**config.mk**
```make
export PLATFORM = sky130hd
export DESIGN_NAME = slurm16_data_port_flat
export DESIGN_NICKNAME = d
export VERILOG_FILES = /design/src/common/slurm16_mem_pkg.sv /design/src/common/mem_port_if.sv /design/src/hdl/slurm16_data_port.sv /design/src/flat_wrapper.sv
export SDC_FILE = /design/constraint.sdc
export NUM_CORES = 1
export LEC_CHECK = 0
export BUFFER_PORTS_ARGS = -buffer_cell sky130_fd_sc_hd__buf_4
export CORE_MARGIN = 8
export CORE_UTILIZATION = 33
export CTS_BUF_LIST = sky130_fd_sc_hd__clkbuf_4 sky130_fd_sc_hd__clkbuf_8
export DETAILED_ROUTE_END_ITERATION = 6
export GPL_TIMING_DRIVEN = 0
export PLACE_DENSITY = 0.79
export SLEW_MARGIN = 20
export SYNTH_ARGS = -nofsm -noshare
export SYNTH_HDL_FRONTEND = slang
export SYNTH_SLANG_ARGS = --single-unit
export TNS_END_PERCENT = 20
```
**constraint.sdc**
```tcl
create_clock -name CLK -period 1.7 [get_ports CLK]
set_input_delay 0.34 -clock CLK [delete_from_list [all_inputs] [get_ports CLK]]
set_output_delay 0.34 -clock CLK [all_outputs]
set_load 0.01 [all_outputs]
```
**src/common/slurm16_mem_pkg.sv**
```systemverilog
package slurm16_mem_pkg;

	// word address and data widths of the processor
	localparam int ADDR_BITS = 15;
	localparam int DATA_BITS = 16;

	// 256 direct mapped lines
	localparam int CACHE_DEPTH_BITS = 8;

	// prefetch block is 16 words, aligned
	localparam int FILL_BITS = 4;

	// cycles from a granted read to its data on the return path
	localparam int MEM_LATENCY = 2;

	// one cache line holds the full word address as its tag
	typedef struct packed {
		logic [ADDR_BITS-1:0] tag;
		logic [DATA_BITS-1:0] word;
	} icache_line_t;

	// which requester an access in flight belongs to
	typedef enum logic {
		OWNER_ICACHE = 1'b0,
		OWNER_DATA   = 1'b1
	} mem_owner_e;

endpackage

```
**src/common/mem_port_if.sv**
```systemverilog
interface mem_port_if;

	// request side, a level offered each cycle
	logic [slurm16_mem_pkg::ADDR_BITS-1:0] address;
	logic                                  rd_req;
	logic                                  wr_req;
	logic [slurm16_mem_pkg::DATA_BITS-1:0] wr_data;

	// return side
	logic                                  grant;	// request forwarded this cycle
	logic                                  success;	// one cycle pulse per finished access
	logic [slurm16_mem_pkg::ADDR_BITS-1:0] requested_address;
	logic [slurm16_mem_pkg::DATA_BITS-1:0] rd_data;

	modport requester (
		output address, rd_req, wr_req, wr_data,
		input  grant, success, requested_address, rd_data
	);

	modport arbiter (
		input  address, rd_req, wr_req, wr_data,
		output grant, success, requested_address, rd_data
	);

endinterface

```
**src/hdl/slurm16_data_port.sv**
```systemverilog
module slurm16_data_port (
	input  logic                                  CLK,
	input  logic                                  RSTb,

	// processor side, four phase handshake
	input  logic                                  data_req,
	input  logic                                  data_we,
	input  logic [slurm16_mem_pkg::ADDR_BITS-1:0] data_address,
	input  logic [slurm16_mem_pkg::DATA_BITS-1:0] data_wr_data,
	output logic                                  data_ack,
	output logic [slurm16_mem_pkg::DATA_BITS-1:0] data_rd_data,

	mem_port_if.requester                         bus
);

	typedef enum logic [1:0] {
		ST_IDLE,
		ST_ISSUE,
		ST_WAIT,
		ST_ACK
	} port_state_e;

	port_state_e state;
	logic        issuing;

	// offer straight from data_req in idle so the access starts at once
	assign issuing = (state == ST_ISSUE) || ((state == ST_IDLE) && data_req);

	// processor holds its fields stable while data_req is high
	assign bus.address = data_address;
	assign bus.wr_data = data_wr_data;
	assign bus.rd_req  = issuing && !data_we;
	assign bus.wr_req  = issuing && data_we;

	assign data_ack = (state == ST_ACK);

	always_ff @(posedge CLK) begin
		if (!RSTb) begin
			state <= ST_IDLE;
		end else begin
			case (state)
				ST_IDLE: begin
					if (data_req) begin
						state <= bus.grant ? ST_WAIT : ST_ISSUE;
					end
				end
				ST_ISSUE: begin
					if (bus.grant) begin	// keep offering until taken
						state <= ST_WAIT;
					end
				end
				ST_WAIT: begin
					if (bus.success) begin
						state <= ST_ACK;
					end
				end
				ST_ACK: begin
					if (!data_req) begin	// processor has seen ack
						state <= ST_IDLE;
					end
				end
				default: state <= ST_IDLE;
			endcase
		end
	end

	// returned word, held through the ack phase
	always_ff @(posedge CLK) begin
		if ((state == ST_WAIT) && bus.success) begin
			data_rd_data <= bus.rd_data;
		end
	end

endmodule

```
**src/flat_wrapper.sv**
```systemverilog
// flat-port wrapper written by rule: the top's interface ports become plain ports
module slurm16_data_port_flat 
  (CLK, RSTb, data_req, data_we, data_address, data_wr_data, data_ack, data_rd_data, bus_address, bus_rd_req, bus_wr_req, bus_wr_data, bus_grant, bus_success, bus_requested_address, bus_rd_data);
  mem_port_if bus_i ();
  input  logic CLK;
  input  logic RSTb;
  input  logic data_req;
  input  logic data_we;
  input  logic [slurm16_mem_pkg::ADDR_BITS-1:0] data_address;
  input  logic [slurm16_mem_pkg::DATA_BITS-1:0] data_wr_data;
  output logic data_ack;
  output logic [slurm16_mem_pkg::DATA_BITS-1:0] data_rd_data;
  output wire logic [$bits(bus_i.address)-1:0] bus_address;
  output wire logic [$bits(bus_i.rd_req)-1:0] bus_rd_req;
  output wire logic [$bits(bus_i.wr_req)-1:0] bus_wr_req;
  output wire logic [$bits(bus_i.wr_data)-1:0] bus_wr_data;
  input wire logic [$bits(bus_i.grant)-1:0] bus_grant;
  input wire logic [$bits(bus_i.success)-1:0] bus_success;
  input wire logic [$bits(bus_i.requested_address)-1:0] bus_requested_address;
  input wire logic [$bits(bus_i.rd_data)-1:0] bus_rd_data;
  assign bus_address = bus_i.address;
  assign bus_rd_req = bus_i.rd_req;
  assign bus_wr_req = bus_i.wr_req;
  assign bus_wr_data = bus_i.wr_data;
  assign bus_i.grant = bus_grant;
  assign bus_i.success = bus_success;
  assign bus_i.requested_address = bus_requested_address;
  assign bus_i.rd_data = bus_rd_data;
  slurm16_data_port u_core (.CLK(CLK), .RSTb(RSTb), .data_req(data_req), .data_we(data_we), .data_address(data_address), .data_wr_data(data_wr_data), .data_ack(data_ack), .data_rd_data(data_rd_data), .bus(bus_i));
endmodule
```
### After elaboration in Yosys (flattened, before gate mapping)

Cells that the tools add are included.

* eq/ne operators: 7
* mux-type cells: 6
* reduce and logical (&&, ||, !) cells: 8

Operator list (number)
* 2-to-1 mux 2 bit: 5
* inequality test 2 bit (second input constant): 4
* case mux 2 bit (4 select lines): 1
* equality test 2 bit (second input constant): 2
* logical AND 1 bit: 4
* AND reduction 4 bit: 1
* equality test 2 x 1 -> 1 bit (second input constant): 1
* logical NOT 2 bit: 1
* logical NOT 1 bit: 1
* logical OR 1 bit: 1

* register bits: 18
* input bits: 68

### Longest topological paths before layout

* word-level depth: 4
* depth in mapped cells: 5
* gate-level depth less buffers: 5

### Worst setup path after synthesis

Ideal clock, no wire load.

* path kind: reg-to-reg
* start: register u_core.state[0]
* end: register u_core.data_rd_data[0] (netlist bit), enable pin
* setup time: 374 ps
* data arrival time: 1012 ps
* data required time: 1326 ps
* path slack: 315 ps
* cell stages (with the launch flop): 4
* cell sequence: dfxtp_1 -> inv_1 -> ha_1 -> and2_1

* cells in the longest elaborated chain, start to end: 2

RTL lines
* start: declaration: RTL line slurm16_data_port.sv:23 `port_state_e state;`
* start signal: assignment: RTL line slurm16_data_port.sv:44 `state <= bus.grant ? ST_WAIT : ST_ISSUE;`
* equality test 2 bit: RTL line slurm16_data_port.sv:69 `if ((state == ST_WAIT) && bus.success) begin`
* logical AND 1 bit: RTL line slurm16_data_port.sv:69
* end signal: assignment: RTL line slurm16_data_port.sv:70 `data_rd_data <= bus.rd_data;`
* end: declaration: RTL line slurm16_data_port.sv:11 `output logic [slurm16_mem_pkg::DATA_BITS-1:0] data_rd_data,`

No other way between the ends.
A chain may end at the register's enable or synchronous reset.

### Worst setup path after layout

* start: register u_core.state[1]
* end: output bus_wr_req

* cells in the longest elaborated chain, start to end: 4
* elaborated cells between the ends (all ways): 5
* classes of those cells: 1 x eq/ne; 4 x reduce/logical

RTL lines
* logical NOT 2 bit: RTL line slurm16_data_port.sv:27 `assign issuing = (state == ST_ISSUE) || ((state == ST_IDLE) && data_req);`
* logical AND 1 bit: RTL line slurm16_data_port.sv:27
* logical OR 1 bit (*): RTL line slurm16_data_port.sv:27
* logical AND 1 bit (*): RTL line slurm16_data_port.sv:33 `assign bus.wr_req = issuing && data_we;`
* end: declaration: RTL line flat_wrapper.sv:15 `output wire logic [$bits(bus_i.wr_req)-1:0] bus_wr_req;`

Every way passes the cells marked *; elsewhere a longest branch is shown, timed or not.

==> impl_metrics.yaml <==
outcome:
  outcome: "complete, no violations"
detailed_routing:
  viasPerCell: 4.20
  num_vias: 752
  first_pass_iters: 3
  ant_nets: 0
  wl_mm: 2.63
  drcViolationCount: 0
  drt_iter0_drc: 28
  post_drt_wl_per_cell_um: 14.7
sta:
  worst_slew_pin_slew_ps: 659
  fin_hold_ws_ps: 236
  fin_crit_ps: 1580
  setup_violations: 0
  fin_setup_tns_ps: 0
  rsz0062_at_grt: "no"
  slew-limit-headroom: 0.561
  hold_viol_final: 0
  drv_slew: 0
  finalCritPeriodShare: 0.931
  max_freq_mhz: 632
  finClkSkew_ps: 1.95
layout:
  final_cell_area_um2: 1560
  nets: 224
  diodes: 0
  seqCellArea_um2: 528
  layout-drive-gt1-share: 0.757
  multiInputGateArea_um2: 188
  fillers: 227
  area_growth_pct: 64.0
power:
  seq_power_share: 0.451
  switching_share: 0.291
  pwr_density_cell_nw_per_um2: 878
  clockPowerShare: 0.137
  vdd_drop_max_v: 0.000586
  intPower_mw: 0.970
  p_leak_nw: 0.760
  power_switching_mw: 0.399
  comb_power_share: 0.412
logic_synthesis:
  syn_nets: 148
  synth.most_common_cell: "buf_4"
  ys_warn_count: 0
  avgSynthCellArea_um2: 12.8
  synth_ff_type: "edfxtp_1"
  netlist_instances: 74
  yosysTopAreaCellShare: 0.506
  ys_seq_area_frac: 0.548
  synth_async_sr_flop_share: 0
  synth_top_cell_by_area: "edfxtp_1"
  ys_types: 14
  synth_edf_count: 16
  ys_top_cells_by_area: "edfxtp_1 (51%), buf_4 (25%), ha_1 (7.9%), dfxtp_1 (4.2%), mux2i_1 (3.2%)"
  synth_seq_cells: 18
  netlist_area_um2: 950
  yosys-top-cells-count: "buf_4 (31), edfxtp_1 (16), ha_1 (6), inv_1 (4)"
critical_path:
  cp_max_fo: 5
  cp-start-kind: "flop"
  crit_path_end_kind: "primary output"
  arrival_ps: 1240
  cp.required_ps: 1360
  path_class: "reg -> out"
hold_path:
  hold_path_class: "in -> reg"
global_route:
  grtUsageTotal: 0.100
  overflow: 0
  grt_pass1_vias: 895
  antenna_found_initial: 0
  grt_max_degree: 17
  grt_pass1_wl_mm: 4.09
floorplan:
  fp.dieW_um: 69.6
  die_h_um: 69.6
  dieArea_um2: 4850
  io_pins: 118
  initial_core_util: 0.344
  fp-row-count: 19
  core_area_um2: 2760
clock_tree:
  cts_tree: "yes"
  clock_path_buffers: 2
  cts_root_buf: "clkbuf_4"
  cts_buffers: 3
  clk_pin_slew_ps: 90
  clock-sinks: 18
  htree_levels: 1
  cts_hold_buffers: 0
  clk_latency_ps: 270
place:
  place_area_um2: 1520
  routabilityCongestion: 0.680
  hpwl_mm: 2.41
  io_buffers: 71
run:
  drv_cap: 0
==> cell usage in the layout (no fill, tap or decap) <==
cell / instances
a21oi_2: 1
and2_1: 1
buf_4: 102
clkbuf_4: 3
dfxtp_4: 2
edfxtp_1: 16
ha_1: 5
ha_2: 1
inv_1: 3
inv_2: 1
mux2_2: 1
mux2i_1: 3
nand2_1: 3
nor2_1: 1
nor2b_1: 3
o21ai_0: 1
o221ai_2: 1
==> worst paths after layout <==
| kind | start | to | slack, ps | depth (start not counted) |
|---|---|---|---|---|
| worst max-delay path | u_core.state[1] | bus_wr_req | 120 | 5 |
| worst min-delay path | bus_rd_data[14] | u_core.data_rd_data[14] | 240 | 1 |
| worst max register to register | u_core.state[0] | u_core.data_rd_data[11] | 200 | 3 |
| worst min register to register | u_core.state[0] | u_core.state[0] | 510 | 2 |
==> power groups by stage <==
stage / registers, mW / logic [mW] / clock network (mW)
floorplan: 0.630 / 0.297 / 0
finish: 0.617 / 0.564 / 0.188
detailed placement: 0.614 / 0.556 / 0
CTS: 0.609 / 0.568 / 0.200
global route: 0.627 / 0.618 / 0.216
global placement: 0.614 / 0.543 / 0
==> flip-flops by register name, indices dropped and copies added (netlist names) <==
name and flops:
u_core.data_rd_data 16, u_core.state 2
==> metal layers <==
metal  track usage  up-vias  share of wire
met2         0.153       79           0.43
met1         0.102      311           0.37
met5             0        -              0
li1              -      362              -
met3        0.0844        0           0.21
met4        0.0268        0              0
==> logic make-up after synthesis <==
group / Yosys count / share of synthesized area
buffers and inverters: 35 / 0.261
adders and majority gates: 6 / 0.0790
muxes: 4 / 0.0435
AOI/OAI and AO/OA: 3 / 0.0263
DFF: 18 / 0.548
and+or+nand+nor: 8 / 0.0422
==> critical path, stage by stage (launching register included) <==
cell and delay [ps]:
dfxtp_4 380, inv_1 70, ha_1 200, a21oi_2 130
nor2b_1 60, buf_4 140
==> metrics by stage <==
| stage | util | worst slack, ps | std cells | power [mW] |
|---|---|---|---|---|
| detailed placement | 0.552 | 123 | 176 | 1.17 |
| finish | 0.565 | 118 | 179 | 1.37 |
| floorplan | - | 315 | 74 | 0.928 |
| global placement | 0.552 | 169 | 176 | 1.16 |
| global route | 0.565 | 6.09 | 179 | 1.46 |
| CTS | 0.562 | 7.43 | 179 | 1.38 |
==> layout make-up <==
type / count / share of cell area
timing repair buffer: 71 / 0.342
sequential: 18 / 0.339
buffer: 31 / 0.149
multi-input combinational: 21 / 0.120
tap: 31 / 0.0249
clock buffer: 3 / 0.0145
inverter: 4 / 0.00964
==> what timing repair did <==
| action | CTS | global route |
|---|---|---|
| setup buffers | 0 | 0 |
| pin swaps | 0 | 1 |
| setup endpoints to repair | 2 | 2 |
| resized for setup | 3 | 4 |
(Power assumes the default switching activity.)
