`config.mk`:
```
export PLATFORM = sky130hd
export DESIGN_NAME = slurm16_mem_arbiter_flat
export DESIGN_NICKNAME = d
export VERILOG_FILES = /design/src/common/slurm16_mem_pkg.sv /design/src/common/mem_port_if.sv /design/src/hdl/slurm16_mem_arbiter.sv /design/src/flat_wrapper.sv
export SDC_FILE = /design/constraint.sdc
export NUM_CORES = 1
export LEC_CHECK = 0
export ABC_CLOCK_PERIOD_IN_PS = 900
export BUFFER_PORTS_ARGS = -buffer_cell sky130_fd_sc_hd__buf_4
export CORE_MARGIN = 2
export CORE_UTILIZATION = 33
export CTS_CLUSTER_DIAMETER = 150
export DETAILED_ROUTE_END_ITERATION = 16
export GPL_TIMING_DRIVEN = 1
export HOLD_SLACK_MARGIN = 0.06
export MAX_ROUTING_LAYER = met4
export PLACE_DENSITY = 0.79
export REMOVE_ABC_BUFFERS = 1
export SLEW_MARGIN = 20
export SYNTH_ARGS = -nofsm -noshare
export SYNTH_HDL_FRONTEND = slang
export SYNTH_SLANG_ARGS = --single-unit
```
`constraint.sdc`:
```
create_clock -name CLK -period 0.9 [get_ports CLK]
set_input_delay 0 -clock CLK [delete_from_list [all_inputs] [get_ports CLK]]
set_output_delay 0 -clock CLK [all_outputs]
set_load 0.02 [all_outputs]
```
`src/common/slurm16_mem_pkg.sv`:
```
package slurm16_mem_pkg;

	// word address and data widths of the processor
	localparam int ADDR_BITS = 15;
	localparam int DATA_BITS = 16;

	// 256 direct mapped lines
	localparam int CACHE_DEPTH_BITS = 8;

	// prefetch block is 16 words, aligned
	localparam int FILL_BITS = 4;

	// cycles from a granted read to its data on the return path
	localparam int MEM_LATENCY = 2;

	// one cache line holds the full word address as its tag
	typedef struct packed {
		logic [ADDR_BITS-1:0] tag;
		logic [DATA_BITS-1:0] word;
	} icache_line_t;

	// which requester an access in flight belongs to
	typedef enum logic {
		OWNER_ICACHE = 1'b0,
		OWNER_DATA   = 1'b1
	} mem_owner_e;

endpackage

```
`src/common/mem_port_if.sv`:
```
interface mem_port_if;

	// request side, a level offered each cycle
	logic [slurm16_mem_pkg::ADDR_BITS-1:0] address;
	logic                                  rd_req;
	logic                                  wr_req;
	logic [slurm16_mem_pkg::DATA_BITS-1:0] wr_data;

	// return side
	logic                                  grant;	// request forwarded this cycle
	logic                                  success;	// one cycle pulse per finished access
	logic [slurm16_mem_pkg::ADDR_BITS-1:0] requested_address;
	logic [slurm16_mem_pkg::DATA_BITS-1:0] rd_data;

	modport requester (
		output address, rd_req, wr_req, wr_data,
		input  grant, success, requested_address, rd_data
	);

	modport arbiter (
		input  address, rd_req, wr_req, wr_data,
		output grant, success, requested_address, rd_data
	);

endinterface

```
`src/hdl/slurm16_mem_arbiter.sv`:
```
module slurm16_mem_arbiter (
	input  logic                                  CLK,
	input  logic                                  RSTb,

	mem_port_if.arbiter                           icache_bus,
	mem_port_if.arbiter                           data_bus,

	// external memory bus, read data MEM_LATENCY cycles after the request cycle
	output logic [slurm16_mem_pkg::ADDR_BITS-1:0] mem_address,
	output logic                                  mem_rd,
	output logic                                  mem_wr,
	output logic [slurm16_mem_pkg::DATA_BITS-1:0] mem_wr_data,
	input  logic [slurm16_mem_pkg::DATA_BITS-1:0] mem_rd_data
);

	logic data_sel;

	// one entry per access in flight
	logic [slurm16_mem_pkg::MEM_LATENCY-1:0] pipe_valid;
	logic [slurm16_mem_pkg::MEM_LATENCY-1:0] pipe_rd;
	slurm16_mem_pkg::mem_owner_e             pipe_owner [slurm16_mem_pkg::MEM_LATENCY];
	logic [slurm16_mem_pkg::ADDR_BITS-1:0]   pipe_addr [slurm16_mem_pkg::MEM_LATENCY];

	logic rd_done;
	logic wr_done;
	logic rd_icache;
	logic wr_icache;
	logic rd_data_port;
	logic wr_data_port;

	// data port has fixed priority
	assign data_sel         = data_bus.rd_req || data_bus.wr_req;
	assign data_bus.grant   = data_sel;
	assign icache_bus.grant = (icache_bus.rd_req || icache_bus.wr_req) && !data_sel;

	// winner goes out in its grant cycle, the loser is dropped
	assign mem_address = data_sel ? data_bus.address : icache_bus.address;
	assign mem_wr_data = data_sel ? data_bus.wr_data : icache_bus.wr_data;
	assign mem_rd      = data_sel ? data_bus.rd_req  : icache_bus.rd_req;
	assign mem_wr      = data_sel ? data_bus.wr_req  : icache_bus.wr_req;

	always_ff @(posedge CLK) begin
		if (!RSTb) begin
			pipe_valid <= '0;
		end else begin
			pipe_valid <= {pipe_valid[slurm16_mem_pkg::MEM_LATENCY-2:0], mem_rd || mem_wr};
		end
	end

	always_ff @(posedge CLK) begin
		pipe_rd[0]    <= mem_rd;
		pipe_owner[0] <= data_sel ? slurm16_mem_pkg::OWNER_DATA : slurm16_mem_pkg::OWNER_ICACHE;
		pipe_addr[0]  <= mem_address;
		for (int i = 1; i < slurm16_mem_pkg::MEM_LATENCY; i++) begin
			pipe_rd[i]    <= pipe_rd[i-1];
			pipe_owner[i] <= pipe_owner[i-1];
			pipe_addr[i]  <= pipe_addr[i-1];
		end
	end

	// reads finish at the last stage, writes after the first
	assign rd_done = pipe_valid[slurm16_mem_pkg::MEM_LATENCY-1] &&
		pipe_rd[slurm16_mem_pkg::MEM_LATENCY-1];
	assign wr_done = pipe_valid[0] && !pipe_rd[0];

	assign rd_icache    = rd_done &&
		(pipe_owner[slurm16_mem_pkg::MEM_LATENCY-1] == slurm16_mem_pkg::OWNER_ICACHE);
	assign rd_data_port = rd_done &&
		(pipe_owner[slurm16_mem_pkg::MEM_LATENCY-1] == slurm16_mem_pkg::OWNER_DATA);
	assign wr_icache    = wr_done && (pipe_owner[0] == slurm16_mem_pkg::OWNER_ICACHE);
	assign wr_data_port = wr_done && (pipe_owner[0] == slurm16_mem_pkg::OWNER_DATA);

	assign icache_bus.success           = rd_icache || wr_icache;
	assign icache_bus.requested_address = rd_icache ?
		pipe_addr[slurm16_mem_pkg::MEM_LATENCY-1] : pipe_addr[0];
	assign icache_bus.rd_data           = mem_rd_data;

	assign data_bus.success           = rd_data_port || wr_data_port;
	assign data_bus.requested_address = rd_data_port ?
		pipe_addr[slurm16_mem_pkg::MEM_LATENCY-1] : pipe_addr[0];
	assign data_bus.rd_data           = mem_rd_data;

endmodule

```
`src/flat_wrapper.sv`:
```
// flat-port wrapper written by rule: the top's interface ports become plain ports
module slurm16_mem_arbiter_flat 
  (CLK, RSTb, mem_address, mem_rd, mem_wr, mem_wr_data, mem_rd_data, icache_bus_address, icache_bus_rd_req, icache_bus_wr_req, icache_bus_wr_data, icache_bus_grant, icache_bus_success, icache_bus_requested_address, icache_bus_rd_data, data_bus_address, data_bus_rd_req, data_bus_wr_req, data_bus_wr_data, data_bus_grant, data_bus_success, data_bus_requested_address, data_bus_rd_data);
  mem_port_if icache_bus_i ();
  mem_port_if data_bus_i ();
  input  logic CLK;
  input  logic RSTb;
  output logic [slurm16_mem_pkg::ADDR_BITS-1:0] mem_address;
  output logic mem_rd;
  output logic mem_wr;
  output logic [slurm16_mem_pkg::DATA_BITS-1:0] mem_wr_data;
  input  logic [slurm16_mem_pkg::DATA_BITS-1:0] mem_rd_data;
  input wire logic [$bits(icache_bus_i.address)-1:0] icache_bus_address;
  input wire logic [$bits(icache_bus_i.rd_req)-1:0] icache_bus_rd_req;
  input wire logic [$bits(icache_bus_i.wr_req)-1:0] icache_bus_wr_req;
  input wire logic [$bits(icache_bus_i.wr_data)-1:0] icache_bus_wr_data;
  output wire logic [$bits(icache_bus_i.grant)-1:0] icache_bus_grant;
  output wire logic [$bits(icache_bus_i.success)-1:0] icache_bus_success;
  output wire logic [$bits(icache_bus_i.requested_address)-1:0] icache_bus_requested_address;
  output wire logic [$bits(icache_bus_i.rd_data)-1:0] icache_bus_rd_data;
  input wire logic [$bits(data_bus_i.address)-1:0] data_bus_address;
  input wire logic [$bits(data_bus_i.rd_req)-1:0] data_bus_rd_req;
  input wire logic [$bits(data_bus_i.wr_req)-1:0] data_bus_wr_req;
  input wire logic [$bits(data_bus_i.wr_data)-1:0] data_bus_wr_data;
  output wire logic [$bits(data_bus_i.grant)-1:0] data_bus_grant;
  output wire logic [$bits(data_bus_i.success)-1:0] data_bus_success;
  output wire logic [$bits(data_bus_i.requested_address)-1:0] data_bus_requested_address;
  output wire logic [$bits(data_bus_i.rd_data)-1:0] data_bus_rd_data;
  assign icache_bus_i.address = icache_bus_address;
  assign icache_bus_i.rd_req = icache_bus_rd_req;
  assign icache_bus_i.wr_req = icache_bus_wr_req;
  assign icache_bus_i.wr_data = icache_bus_wr_data;
  assign icache_bus_grant = icache_bus_i.grant;
  assign icache_bus_success = icache_bus_i.success;
  assign icache_bus_requested_address = icache_bus_i.requested_address;
  assign icache_bus_rd_data = icache_bus_i.rd_data;
  assign data_bus_i.address = data_bus_address;
  assign data_bus_i.rd_req = data_bus_rd_req;
  assign data_bus_i.wr_req = data_bus_wr_req;
  assign data_bus_i.wr_data = data_bus_wr_data;
  assign data_bus_grant = data_bus_i.grant;
  assign data_bus_success = data_bus_i.success;
  assign data_bus_requested_address = data_bus_i.requested_address;
  assign data_bus_rd_data = data_bus_i.rd_data;
  slurm16_mem_arbiter u_core (.CLK(CLK), .RSTb(RSTb), .icache_bus(icache_bus_i), .data_bus(data_bus_i), .mem_address(mem_address), .mem_rd(mem_rd), .mem_wr(mem_wr), .mem_wr_data(mem_wr_data), .mem_rd_data(mem_rd_data));
endmodule
```
# Word level (Yosys, flattened, before mapping)

Memory sizes are Yosys's and may differ from the RTL's.
Cells that the tools add are included.

Bits in registers: 4
Bits in latches: 0
Memory bits (writable): 32
Bits in read-only memories: 0
Input port bits: 84
Output and inout port bits: 99
Word-level logic and storage cells: 27
Memories kept: 2

$add $sub $neg: 0
Multipliers: 0
Divide/modulo/power cells: 0
Order comparisons: 0
Equal/unequal tests: 0
Shifts and indexed selects: 0
Mux-type cells: 7
Bitwise operators: 2
Reduce and logical (&&, ||, !) cells: 14

Memories:

| memory            | words | width | rd ports | clocked after memory_dff | write ports | line                      | RTL |
|---|---|---|---|---|---|---|---|
| u_core.pipe_addr  | 2     | 15    | 2        | 0                        | 2           | slurm16_mem_arbiter.sv:22 | `logic [slurm16_mem_pkg::ADDR_BITS-1:0] pipe_addr [slurm16_mem_pkg::MEM_LATENCY];` |
| u_core.pipe_owner | 2     | 1     | 2        | 0                        | 2           | slurm16_mem_arbiter.sv:21 | `slurm16_mem_pkg::mem_owner_e pipe_owner [slurm16_mem_pkg::MEM_LATENCY];` |

Operators with widths:

| operator          | number |
|---|---|
| $mux 15           | 3 |
| $mux 16           | 1 |
| $logic_and 1x1->1 | 7 |
| $logic_or 1x1->1  | 5 |
| $mux 1            | 3 |
| $logic_not 1->1   | 2 |
| $not 1->1         | 2 |

# Depth between registers and ports, before layout

Gate-level depths: netlist of the first run.

Word-level depth: 4
Gate-level depth with buffers: 4
Depth with buffers taken out: 3

# Least setup slack after synthesis of the first run

No wires, ideal clock.

Kind: reg-to-output
Start: memory u_core.pipe_owner[0][1] in the netlist's numbering
End: output port icache_bus_requested_address[10]
Arrival: 1043 ps
Data required time: 900 ps
Slack: -143 ps
Stages on the path, launching flop included: 4
Buffers on the path: 1
Cells stage by stage: dfxtp_1 > nand3b_4 > buf_6 > mux2_4

RTL lines:

| element     | line                      | RTL |
|---|---|---|
| from (decl) | slurm16_mem_arbiter.sv:21 |  |
| to (decl)   | flat_wrapper.sv:19        | `output wire logic [$bits(icache_bus_i.requested_address)-1:0] icache_bus_requested_address;` |

==> flow_results.org, run 1 <==
** Job
- Number of maximum-capacitance constraint violations :: 0

** Power
- The worst-case IR drop observed on VDD is 0.6298 mV.
- Static power due to leakage :: 1.937 nW
- For this design the ratio of total power to cell area is 1341 mW/mm^2.

** Routing
- Average wire per cell in the routed design :: 19.31 um
- For this run, the detailed router's first-pass iteration total came to 4.
- Total Wirelength :: 7143 um
- Dividing the detail-routed via count by the number of cells gives 4.665.
- After detailed routing, the number of remaining DRC violations is 0.
- Remaining antenna violation count after routing :: 0
- Vias :: 1,726
- The detailed router finished its first iteration with 37 violations.

** Global route
- First-pass GRT wire length :: 10,280 um
- Maximum number of pins on one net before global-route repair :: 14
- The via count of the first global-routing pass is 1,981.
- Met2 global-route usage :: 38.90%
- Total Routing Usage GR :: 22.49%
- Global Route met1 Usage :: 25.84%
- Number of antenna violations at the first check in global routing :: 0
- GR peak layer :: met2
- In the global route stage, met3 resource usage came out at 6.250%.
- The total overflow left after global routing is 0.

** Placement
- Last weighted congestion value of the routability-driven placer :: 0.7579
- Port buffering added 134 buffers.
- Post-DP HPWL :: 4235 um

** CTS
- Count of clock tree sinks :: 36
- The cell sitting at the root of the clock tree is a sky130_fd_sc_hd__clkbuf_8.
- Clock slew seen by the registers of the worst setup and hold paths :: 0.07 ns
- At the later pin of the worst-skew pair, clock insertion delay measures 0.29 ns.
- TritonCTS built the clock tree.
- No sink is reached through more buffers than the 2 on the longest clock path.
- The number of hold buffers added after CTS was 19.
- CTS Buf Count :: 5
- CTS built an H-tree with a depth of 2.

** Floorplan
- Horiz. Die Dim :: 79.27 um
- The die covers 0.006283 sq mm.
- Vertical extent of the die :: 79.27 um
- The floorplan has 27 rows.
- Initial cell density of the core :: 34.16%
- Pin placement for this block handled 183 I/O pins.
- Core area :: 0.005473 sq mm

** Timing
- At the pin with the least slew margin, the transition time is 0.5437 ns.
- Min Hold Slack :: -0.04465 ns
- Tcrit/Tclk final :: 160.2%
- Unrepaired setup endpoints after global routing :: true
- Clock skew on the completed layout was measured at 0.003834 ns.
- Based on the critical path, the design can be clocked at up to 0.6937 GHz.
- The worst pin sits at a relative slew slack of 63.64%.
- Subtracting the final worst setup slack from the clock period gives 1.442 ns.
- Final setup violation count :: 65
- Count of final hold-check violations :: 11
- Fin. max-slew vios :: 0
- Once routing completed, OpenROAD measured the worst setup slack at -0.5416 ns.

** Run status
- Run status :: finished, violations left
- Failing checks :: hold timing, setup timing

** Cells and area
- Compared with the post-synthesis result, the final layout area differs by 101.9%.
- The multi-input combinational cells in the finished layout cover a total of 0.001040 sq mm.
- Count of fill cells added during filler insertion :: 379
- At the end of the flow, the number of nets in the layout was 381.
- Core Util, Final :: 68.95%
- In the final layout, flip-flops and latches occupy 729.5 sq um.
- The post-route netlist has 79.87% of its cells at a drive strength greater than 1.
- # diodes :: 0

** Synthesis
- By area the synthesized netlist is led by sky130_fd_sc_hd__dfxtp_1, sky130_fd_sc_hd__mux2_2, sky130_fd_sc_hd__mux2_4.
- Dividing the synthesized area by the synthesized cell count gives 12.46 sq um.
- Sequential share of the synthesized area :: 38.55%
- Yosys warnings :: 0
- In this run the biggest area consumer among cell types represents 38.55% of the synthesized area.
- Synthesis inferred 36 register bits.
- Synthesized area :: 0.001869 sq mm
- After synthesis, the netlist uses 15 different library cells.
- Number of cells produced by synthesis :: 150
- Cell accounting for the most synthesized area :: sky130_fd_sc_hd__dfxtp_1

** Setup path
- Data arrives at the worst endpoint at 1.44 ns.
- STA classifies the critical path endpoint as an output pin.
- Setup CP Type :: reg2out
- STA classifies the critical path startpoint as a flip-flop.
- In this run the worst path has a maximum fanout of 6.
- Required time at the endpoint of the critical path :: 0.90 ns

** Hold path
- Class of the tightest hold or removal check :: in2reg
## per-stage QoR
stage	setup WS [ns]	std cells	setup TNS [ns]	cell area, sq um	total power [mW]
5_1_grt	-0.5799	370	-20.84	3774	5.250
4_1_cts	-0.5498	369	-19.32	3681	4.998
3_5_place_dp	-0.2981	326	-10.24	2775	3.220
3_3_place_gp	-0.2597	326	-8.758	2775	3.194
2_1_floorplan	-0.6958	113	-27.34	1584	2.523
6_report	-0.5416	370	-18.86	3774	5.059
## per-layer routing
layer  part of all wire, %  routed length, um  vias to the layer above
met5                     0                  0                        -
met4                   2.2                159                        0
met3                   8.9                634                       15
met2                    52               3747                      115
met1                    36               2601                      817
li1                      -                  -                      779
## cells in the mapped netlist
library cell / instances
sky130_fd_sc_hd__a21boi_0: 1
sky130_fd_sc_hd__a21o_1: 1
sky130_fd_sc_hd__and2_1: 1
sky130_fd_sc_hd__buf_4: 35
sky130_fd_sc_hd__buf_6: 2
sky130_fd_sc_hd__dfxtp_1: 36
sky130_fd_sc_hd__inv_1: 4
sky130_fd_sc_hd__mux2_2: 43
sky130_fd_sc_hd__mux2_4: 18
sky130_fd_sc_hd__nand2b_1: 1
sky130_fd_sc_hd__nand3_4: 1
sky130_fd_sc_hd__nand3b_4: 1
sky130_fd_sc_hd__nor2_1: 2
sky130_fd_sc_hd__nor2_2: 1
sky130_fd_sc_hd__o21ai_0: 3
## critical path, stage by stage (launching register included)
cell and delay [ns]:
sky130_fd_sc_hd__dfxtp_2 0.34, sky130_fd_sc_hd__nand3b_4 0.21, sky130_fd_sc_hd__buf_16 0.18, sky130_fd_sc_hd__mux2_4 0.30, sky130_fd_sc_hd__buf_6 0.13
## power breakdown
group          switching [mW]  internal (mW)
Combinational           0.890           1.19
Sequential             0.0868           1.72
Clock                   0.564          0.611
## layout make-up
type	count	share of cell area, %
clock buffers	6	2.188
clock inverters	2	0.2653
inverters	4	0.4642
multi-input cells	73	27.55
flip-flops and latches	36	19.33
well taps	72	2.387
repair buffers	177	47.81
## registers in the layout, indices dropped and copies added (netlist names)
register           flops
u_core.pipe_addr      30
u_core.pipe_owner      2
u_core.pipe_rd         2
u_core.pipe_valid      2
## placed cells by master (no fill, tap or decap)
master and count:
sky130_fd_sc_hd__a21boi_0 1, sky130_fd_sc_hd__a21o_1 1, sky130_fd_sc_hd__and2_1 1, sky130_fd_sc_hd__buf_12 6
sky130_fd_sc_hd__buf_16 2, sky130_fd_sc_hd__buf_4 74, sky130_fd_sc_hd__buf_6 72, sky130_fd_sc_hd__buf_8 3
sky130_fd_sc_hd__clkbuf_16 1, sky130_fd_sc_hd__clkbuf_8 6, sky130_fd_sc_hd__clkinv_2 2, sky130_fd_sc_hd__dfxtp_1 33
sky130_fd_sc_hd__dfxtp_2 1, sky130_fd_sc_hd__dfxtp_4 2, sky130_fd_sc_hd__dlygate4sd3_1 18, sky130_fd_sc_hd__dlymetal6s4s_1 1
sky130_fd_sc_hd__inv_1 3, sky130_fd_sc_hd__inv_4 1, sky130_fd_sc_hd__mux2_4 61, sky130_fd_sc_hd__nand2b_1 1
sky130_fd_sc_hd__nand3_4 1, sky130_fd_sc_hd__nand3b_4 1, sky130_fd_sc_hd__nor2_2 1, sky130_fd_sc_hd__nor2_4 2
sky130_fd_sc_hd__o21ai_0 1, sky130_fd_sc_hd__o21ai_2 1, sky130_fd_sc_hd__o21ai_4 1
## kinds of logic (layout without fill, tap and decap cells)
family	Yosys count	after routing	share of synthesized area, %
buf+inv	41	189	16.06
flops	36	36	38.55
simple gates	7	7	3.415
mux	61	61	40.36
compound gates	5	5	1.606
## path summary, 6_finish.rpt
| check | depth (start not counted) | end | from | slack [ns] |
|---|---|---|---|---|
| worst max-delay path | 4 | icache_bus_requested_address[7] | u_core.pipe_owner[0][1]$_DFF_P_ | -0.54 |
| worst min-delay path | 2 | u_core.pipe_addr[0][1]$_DFF_P_ | data_bus_address[1] | -0.04 |
| worst max register to register | 1 | u_core.pipe_valid[1]$_SDFF_PN0_ | u_core.pipe_valid[0]$_SDFF_PN0_ | 0.32 |
| worst min register to register | 0 | u_core.pipe_rd[1]$_DFF_P_ | u_core.pipe_rd[0]$_DFF_P_ | 0.36 |
## timing repair
item	4_1_cts	5_1_grt
setup buffers	13	3
resized for setup	124	27
cloned	3	1
endpoints found under the hold margin	50	13
setup endpoints to repair	63	65
pin swaps	2	2
(Power assumes the default switching activity.)
==> run 2, diff against run 1 <==
--- a/config.mk
+++ b/config.mk
@@ -5,6 +5,7 @@
 export SDC_FILE = /design/constraint.sdc
 export NUM_CORES = 1
 export LEC_CHECK = 0
+export ABC_AREA = 1
 export ABC_CLOCK_PERIOD_IN_PS = 900
 export BUFFER_PORTS_ARGS = -buffer_cell sky130_fd_sc_hd__buf_4
 export CORE_MARGIN = 2
==> run 2 against run 1 <==
The run still ends with hold timing, setup timing left. Maximum frequency grew 16%. Final area is 5.4% lower. Total power fell by 2.1%. Critical endpoint is now data_bus_requested_address[8]. Highest routed layer unchanged.
==> flow_results.org, run 2 <==
** Floorplan
- Initial cell density of the core :: 34.46% (was 34.16%)
- The total die area is 0.006446 sq mm (was 0.006283 sq mm).
- Count of standard-cell rows :: 27 (unchanged)
- I/O Pins :: 183 (unchanged)
- Horiz. Die Dim :: 80.29 um (was 79.27 um)
- The die span in y came to 80.29 um (was 79.27 um).
- Core area :: 0.005574 sq mm (was 0.005473 sq mm)

** CTS
- CTS Buf Count :: 5 (unchanged)
- The number of H-tree levels was 2 (unchanged).
- CTS tree :: done (unchanged)
- The maximum clock insertion buffer count was 2 (unchanged).
- The root buffer selected by CTS is sky130_fd_sc_hd__clkbuf_8 (unchanged).
- Count of clock tree sinks :: 36 (unchanged)
- The later-pin clock latency in the skew report was 0.28 ns (was 0.29 ns).
- Clock slew seen by the registers of the worst setup and hold paths :: 0.06 ns (was 0.07 ns)
- The hold buffer count at CTS was 19 (unchanged).

** Cells and area
- The share of final-layout standard cells stronger than drive strength 1 was 53.48% (was 79.87%).
- Most used cells in the layout excluding fill and tap cells :: sky130_fd_sc_hd__nand2_1, sky130_fd_sc_hd__buf_4, sky130_fd_sc_hd__nand2_2, sky130_fd_sc_hd__buf_6, sky130_fd_sc_hd__dfxtp_1 (was sky130_fd_sc_hd__buf_4, sky130_fd_sc_hd__buf_6, sky130_fd_sc_hd__mux2_4, sky130_fd_sc_hd__dfxtp_1, sky130_fd_sc_hd__dlygate4sd3_1)
- The most flop-heavy register is u_core.pipe_addr (unchanged).
- Count of fill cells added during filler insertion :: 485 (was 379)
- The most frequent standard cell in the layout excluding fill and tap cells was sky130_fd_sc_hd__nand2_1 (was sky130_fd_sc_hd__buf_4).
- The post-layout net count was 501 (was 381).
- Area growth from synthesis to layout :: 85.93% (was 101.9%)
- # diodes :: 0 (unchanged)
- Largest register FFs :: 30 (unchanged)

** Timing
- Post-route clock skew :: 0.0006185 ns (was 0.003834 ns)
- The final worst-path cycle share was 138.5% (was 160.2%).
- The final critical delay including setup and external delays is 1.247 ns (was 1.442 ns).
- Max transition margin :: 63.87% (was 63.64%)
- The number of setup violations in the final report came to 32 (was 65).
- Unrepaired setup endpoints after global routing :: true (unchanged)
- Worst slew pin tran :: 0.5402 ns (was 0.5437 ns)
- The number of max-slew violations in the final report is 0 (unchanged).
- The number of hold violations in the final report came to 15 (was 11).
- The setup slack of the critical path after layout came to -0.3468 ns (was -0.5416 ns).
- Min Hold Slack :: -0.06855 ns (was -0.04465 ns)
- Maximum operating frequency :: 0.8020 GHz (was 0.6937 GHz)

** Routing
- DRC :: 0 (unchanged)
- The DRC marker count from the first detailed-route iteration was 76 (was 37).
- The via count was 2,346 (was 1,726).
- Average wire per cell in the routed design :: 14.55 um (was 19.31 um)
- The via density per instance came to 4.798 (was 4.665).
- The antenna violation net count after detailed routing came to 0 (unchanged).
- The number of iterations in the first detailed-routing pass is 4 (unchanged).
- Total Wirelength :: 7117 um (was 7143 um)

** Setup path
- The category of the most critical setup path is reg2out (unchanged).
- Required time at the endpoint of the critical path :: 0.90 ns (about the same)
- Most frequent cell on the critical path :: sky130_fd_sc_hd__buf_6
- Type of element capturing the critical path :: output pin (unchanged)
- Critical-path top delay cell :: sky130_fd_sc_hd__dfxtp_4 (was sky130_fd_sc_hd__dfxtp_2)
- Arrival time at the worst endpoint :: 1.25 ns (was 1.44 ns)
- Series of cell instances along the critical path: buf_6, nand4_1, nand2_2, buf_6 (was nand3b_4, buf_16, mux2_4, buf_6).
- The kind of start point of the critical path is a flip-flop (unchanged).
- Max stage delay on crit path :: 0.42 ns (was 0.34 ns)
- The largest fanout on the critical path came to 14 (was 6).

** Global route
- GRT Residual Overflow :: 0 (unchanged)
- The wire length of the first global-routing pass came to 9867 um (was 10,280 um).
- The initial antenna violation count came to 0 (unchanged).
- Maximum number of pins on one net before global-route repair :: 35 (was 14)
- The overall global routing resource usage came to 20.64% (was 22.49%).
- The via count of the first global-routing pass came to 2,169 (was 1,981).

** Synthesis
- Number of distinct library cells after synthesis :: 16 (was 15)
- Top FF cell, synth :: sky130_fd_sc_hd__dfxtp_1 (unchanged)
- Number of cells produced by synthesis :: 287 (was 150)
- The most repeated cell in the gate-level netlist after synthesis is sky130_fd_sc_hd__nand2_1 (was sky130_fd_sc_hd__mux2_2).
- Most frequent cells after synthesis: sky130_fd_sc_hd__nand2_1, sky130_fd_sc_hd__dfxtp_1, sky130_fd_sc_hd__buf_4 (was sky130_fd_sc_hd__mux2_2, sky130_fd_sc_hd__dfxtp_1, sky130_fd_sc_hd__buf_4).
- Number of enable flip-flop cells after synthesis :: 0 (unchanged)
- Flop and latch count out of synthesis :: 36 (unchanged)
- The share of synthesized registers carrying an async set or reset was 0% (unchanged).
- Area fraction of the dominant cell type after synthesis :: 37.52% (was 38.55%)
- The biggest area consumer among synthesized cells is sky130_fd_sc_hd__dfxtp_1 (unchanged).
- The Yosys warning count was 0 (unchanged).
- Synthesized area :: 0.001921 sq mm (was 0.001869 sq mm)
- Synth Area per Inst :: 6.692 sq um (was 12.46 sq um)
- Sequential share of the synthesized area :: 37.52% (was 38.55%)
- Main area contributors after synthesis :: sky130_fd_sc_hd__dfxtp_1, sky130_fd_sc_hd__nand2_1, sky130_fd_sc_hd__buf_4 (was sky130_fd_sc_hd__dfxtp_1, sky130_fd_sc_hd__mux2_2, sky130_fd_sc_hd__mux2_4)

** Job
- Number of maximum-capacitance constraint violations :: 0 (unchanged)

** Power
- The leakage power came to 1.853 nW (was 1.937 nW).
- Worst VDD drop :: 0.6589 mV (was 0.6298 mV)
- Cell area power density :: 1386 mW/mm^2 (was 1341 mW/mm^2)

** Run status
- Run status :: finished, violations left (unchanged)
- Failing checks :: hold timing, setup timing (unchanged)

** Hold path
- The type of the tightest min-delay check is in2reg (unchanged).

** Placement
- The final weighted congestion in routability-driven placement was 0.7107 (was 0.7579).
- Buffers on Ports :: 134 (unchanged)
- The worst slack at placement came to -0.1139 ns (was -0.2981 ns).
- The post-detailed-placement half-perimeter wirelength is 4926 um (was 4235 um).
## run 2: cell types whose count changed after synthesis, sizes merged
cell    previous run  this run
nand2              0       158
nand3              1         3
nand4              0        30
mux2              61         0
nand3b             1         0
inv                4         5
o21ai              3         1
and2               1         0
nand2b             1         0
buf               37        49
## run 2: cell families (layout without fill, tap and decap cells)
logic type | Yosys count | count (layout) | synth area share (%)
DFF | 36 | 36 | 37.52
and+or+nand+nor | 194 | 195 | 43.06
buffers and inverters | 54 | 183 | 18.37
AOI/OAI and AO/OA | 3 | 3 | 1.042
## run 2: cell type report
| class | count | area, sq um | area share (%) |
|---|---|---|---|
| inverter | 5 | 33.78 | 0.9460 |
| tap | 72 | 90.09 | 2.523 |
| timing repair buffer | 171 | 1583 | 44.32 |
| multi-input combinational | 198 | 1036 | 29.01 |
| sequential | 36 | 732.0 | 20.50 |
| clock buffer | 7 | 96.34 | 2.698 |
## run 2: metrics by stage
stage	area, sq um	TNS (ns)	util (%)	instances	total power [mW]
after floorplan	1587	-41.56	-	238	2.499
after global placement	2788	-1.710	50.01	458	3.259
after detailed placement	2788	-3.291	50.01	458	3.284
after CTS	3254	-9.508	58.38	485	4.780
after global routing	3571	-11.38	64.06	489	5.181
final	3571	-9.568	64.06	489	4.951
## run 2: worst paths after layout
| kind | startpoint | endpoint | slack [ns] | depth (start not counted) |
|---|---|---|---|---|
| worst max-delay path | u_core.pipe_valid[1]$_SDFF_PN0_ | data_bus_requested_address[8] | -0.35 | 4 |
| worst min-delay path | data_bus_address[2] | u_core.pipe_addr[0][2]$_DFF_P_ | -0.07 | 3 |
| worst max register to register | u_core.pipe_valid[0]$_SDFF_PN0_ | u_core.pipe_valid[1]$_SDFF_PN0_ | 0.39 | 2 |
| worst min register to register | u_core.pipe_rd[0]$_DFF_P_ | u_core.pipe_rd[1]$_DFF_P_ | 0.35 | 0 |
## run 2: worst max-delay path, delay by kind of cell, from the launching register on
family	cells	cell delay, ns
buffers and inverters	2	0.29
and+or+nand+nor	2	0.26
DFF	1	0.42
## run 2: layer usage
metal  share of wire [%]  global-route usage (%)
met5                   0                       -
met4                 1.5                   6.610
met3                 8.8                   6.067
met2                  50                   35.50
met1                  39                   22.98
## run 2: repair_timing
item                                   in CTS  in global routing
setup endpoints to repair                  55                 61
setup buffers                               0                  1
endpoints found under the hold margin      50                 15
resized for setup                          52                 76
cloned                                      1                  3
pin swaps                                   8                 25
## run 2: power by group
group	leakage, nW	switching [mW]	internal, mW
Clock	0.0503	0.497	0.680
Sequential	0.304	0.114	1.72
Combinational	1.50	1.02	0.919
Total	1.85	1.63	3.32
==> run 3, diff against run 2 <==
--- a/config.mk
+++ b/config.mk
@@ -9,13 +9,14 @@
 export ABC_CLOCK_PERIOD_IN_PS = 900
 export BUFFER_PORTS_ARGS = -buffer_cell sky130_fd_sc_hd__buf_4
 export CORE_MARGIN = 2
-export CORE_UTILIZATION = 33
+export CORE_UTILIZATION = 34
+export CTS_BUF_LIST = sky130_fd_sc_hd__clkbuf_8
 export CTS_CLUSTER_DIAMETER = 150
 export DETAILED_ROUTE_END_ITERATION = 16
 export GPL_TIMING_DRIVEN = 1
 export HOLD_SLACK_MARGIN = 0.06
 export MAX_ROUTING_LAYER = met4
-export PLACE_DENSITY = 0.79
+export PLACE_DENSITY = 0.81
 export REMOVE_ABC_BUFFERS = 1
 export SLEW_MARGIN = 20
 export SYNTH_ARGS = -nofsm -noshare
==> run 3 against run 2 <==
The flow still finishes with violations (hold timing, setup timing). Critical path depth stayed put. Non-clock buffer count fell by 2. Worst setup slack better by 0.013 ns. Via count fell by 1.9%. Flip-flop and latch count stayed put. Count of clock-buffer cells in the layout shrank 1. Die area shrank 2.8%. Core utilization decreased by 4.1 points. Sequential power about the same. Clock skew grew 0.0013 ns. Total power is 5.4% lower. Clock power down 8%. Critical path type unchanged.
==> flow_results.org, run 3 (synthesis results as in run 2) <==
** Setup path
- End of the worst register-to-register path :: u_core.pipe_valid[1]$_SDFF_PN0_ (unchanged)
- The category of the most critical setup path is reg2out (unchanged).
- Reg2reg path depth :: 2 (unchanged)
- Type of element capturing the critical path :: output pin (unchanged)
- Critical path launch point type :: flip-flop (unchanged)
- Top fanout value on the critical path :: 10 (was 14)
- R2r setup slk :: 0.39 ns (about the same)
- Arrival time at the worst endpoint :: 1.23 ns (was 1.25 ns)
- The launch point of the worst reg-to-reg path was u_core.pipe_valid[0]$_SDFF_PN0_ (unchanged).
- The required time of the critical path was 0.90 ns (about the same).

** Placement
- The post-detailed-placement half-perimeter wirelength is 4889 um (was 4926 um).
- The total placed instance area was 0.002815 sq mm (was 0.002788 sq mm).
- The port buffer count is 134 (unchanged).
- The final weighted congestion in routability-driven placement came to 0.7729 (was 0.7107).

** Timing
- The number of max-slew violations in the final report is 0 (unchanged).
- Min Hold Slack :: -0.06504 ns (was -0.06855 ns)
- The final worst-path cycle share came to 137.1% (was 138.5%).
- The final setup skew is 0.001918 ns (was 0.0006185 ns).
- Post-layout worst setup margin :: -0.3335 ns (was -0.3468 ns)
- Count of final hold-check violations :: 15 (unchanged)
- The number of setup violations in the final report was 32 (unchanged).
- Minimum clock period :: 1.234 ns (was 1.247 ns)
- The slew at the pin closest to its max-slew limit is 0.5550 ns (was 0.5402 ns).
- Maximum operating frequency :: 0.8107 GHz (was 0.8020 GHz)
- The worst relative slew slack is 62.88% (was 63.87%).
- Unrepaired setup endpoints after global routing: true (unchanged).

** Floorplan
- The total die area came to 0.006266 sq mm (was 0.006446 sq mm).
- The number of cell rows came to 27 (unchanged).
- Initial cell density of the core :: 35.09% (was 34.46%)
- Vertical extent of the die :: 79.16 um (was 80.29 um)
- The core area came to 0.005473 sq mm (was 0.005574 sq mm).
- The I/O pin total was 183 (unchanged).
- The x dimension of the die was 79.16 um (was 80.29 um).

** Global route
- First-pass GRT wire length :: 10,230 um (was 9867 um)
- The overall global routing resource usage was 21.95% (was 20.64%).
- The maximum number of pins on one net before global-route repair is 35 (unchanged).
- The leftover overflow at the end of global routing is 0 (unchanged).
- Number of antenna violations at the first check in global routing :: 0 (unchanged)
- The via count of the first global-routing pass is 2,229 (was 2,169).

** Cells and area
- The multi-input gate area in the final layout is 910.9 sq um (was 0.001036 sq mm).
- # diodes :: 0 (unchanged)
- The synthesis-to-layout area growth came to 70.94% (was 85.93%).
- Most common cell after layout, fill and taps aside :: sky130_fd_sc_hd__nand2_1 (unchanged)
- The share of final-layout standard cells stronger than drive strength 1 came to 42.79% (was 53.48%).
- Nets :: 499 (was 501)
- The number of flip-flops in the largest register is 30 (unchanged).
- Most used cells in the layout excluding fill and tap cells :: sky130_fd_sc_hd__nand2_1, sky130_fd_sc_hd__buf_4, sky130_fd_sc_hd__dfxtp_1, sky130_fd_sc_hd__nand4_1, sky130_fd_sc_hd__buf_6 (was sky130_fd_sc_hd__nand2_1, sky130_fd_sc_hd__buf_4, sky130_fd_sc_hd__nand2_2, sky130_fd_sc_hd__buf_6, sky130_fd_sc_hd__dfxtp_1)
- The most flop-heavy register is u_core.pipe_addr (unchanged).
- Final cell area excluding filler cells :: 0.003283 sq mm (was 0.003571 sq mm)
- Area of all sequential standard cells :: 732.0 sq um (unchanged)
- Count of fill cells added during filler insertion :: 491 (was 485)

** CTS
- The later-pin clock latency in the skew report is 0.28 ns (about the same).
- Number of buffers added to fix hold violations after cts :: 19 (unchanged)
- The maximum clock insertion buffer count was 2 (unchanged).
- The clock-pin slew on the worst setup and hold paths is 0.06 ns (about the same).
- The root buffer selected by CTS was sky130_fd_sc_hd__clkbuf_8 (unchanged).
- CTS H-Tree Depth :: 2 (unchanged)
- CTS tree :: done (unchanged)
- Count of clock tree sinks :: 36 (unchanged)
- Number of setup buffers added after CTS :: 0 (unchanged)
- CTS Buf Count :: 5 (unchanged)

** Hold path
- The hold-critical path depth was 3 (unchanged).
- Hold_sp :: data_bus_address[2] (unchanged)
- The type of the tightest min-delay check was in2reg (unchanged).
- The endpoint of the worst hold-timing path is u_core.pipe_addr[0][2]$_DFF_P_ (unchanged).

** Routing
- DRT Pass-1 Iters :: 4 (unchanged)
- Total Wirelength :: 6733 um (was 7117 um)
- The DRC marker count from the first detailed-route iteration came to 63 (was 76).
- Vias :: 2,302 (was 2,346)
- The post-route DRC violation count came to 0 (unchanged).
- Remaining antenna violation count after routing :: 0 (unchanged)
- Post-DR vias/cell :: 4.717 (was 4.798)
- Average wire per cell in the routed design :: 13.80 um (was 14.55 um)

** Job
- Number of maximum-capacitance constraint violations :: 0 (unchanged)

** Run status
- Failing checks: hold timing, setup timing (unchanged).
- Run status :: finished, violations left (unchanged)

** Power
- Cell area power density :: 1427 mW/mm^2 (was 1386 mW/mm^2)
- The leakage power came to 1.789 nW (was 1.853 nW).
- Worst VDD drop :: 0.5548 mV (was 0.6589 mV)
==> run 3: cell type report <==
type | count | area share [%]
clock buffers | 6 | 2.515
clock inverters | 2 | 0.2287
inverters | 5 | 0.8765
multi-input cells | 198 | 27.74
flip-flops and latches | 36 | 22.29
well taps | 72 | 2.744
repair buffers | 169 | 43.60
==> run 3: how the worst max path moves through the flow <==
stage	start	end	cells after the start
after detailed placement	u_core.pipe_valid[1]$_SDFF_PN0_	data_bus_requested_address[14]	5
after global routing	u_core.pipe_valid[1]$_SDFF_PN0_	icache_bus_requested_address[10]	4
after global placement	u_core.pipe_valid[1]$_SDFF_PN0_	data_bus_requested_address[8]	5
after floorplan	data_bus_rd_req	u_core.pipe_addr[0][0]$_DFF_P_	4
final	u_core.pipe_valid[1]$_SDFF_PN0_	icache_bus_requested_address[10]	4
after CTS	u_core.pipe_valid[1]$_SDFF_PN0_	icache_bus_requested_address[10]	4
==> run 3: timing repair <==
item	4_1_cts	5_1_grt
endpoints found under the hold margin	50	15
pin swaps	1	0
resized for setup	40	14
setup endpoints to repair	56	63
gates cloned	1	0
==> run 3: power by group <==
part	switching, mW	total [mW]	internal (mW)	leakage, nW
sequential	0.104	1.83	1.72	0.304
combinational	0.953	1.77	0.814	1.43
clock	0.492	1.09	0.600	0.0538
==> run 3: layer usage <==
layer  vias to the layer above  global-route usage, %  share of wire, %  wire [um]
li1                       1141                      -                 -          -
met1                      1021                  25.40                41       2738
met2                       128                  35.68                47       3197
met3                        12                  7.045               9.5        643
met4                         0                  8.103               2.3        154
met5                         -                      -                 0          0
==> run 3: worst max-delay path, cell delays in order, from the launching register on <==
cell and delay, ns:
sky130_fd_sc_hd__dfxtp_4 0.42, sky130_fd_sc_hd__buf_4 0.19, sky130_fd_sc_hd__nand4_1 0.11, sky130_fd_sc_hd__nand2_1 0.10
sky130_fd_sc_hd__buf_4 0.14
==> run 3: metrics by stage <==
stage                     setup TNS (ns)  power, mW  std cells  util [%]  worst slack (ns)
after floorplan                   -41.56      2.499        238         -           -0.6416
after global placement            -3.757      3.262        460     51.44           -0.1278
after detailed placement          -4.278      3.291        460     51.44           -0.1525
after CTS                         -9.793      4.689        488     59.24           -0.3389
after global routing              -11.32      4.910        488     59.99           -0.3876
final                             -9.470      4.685        488     59.99           -0.3335
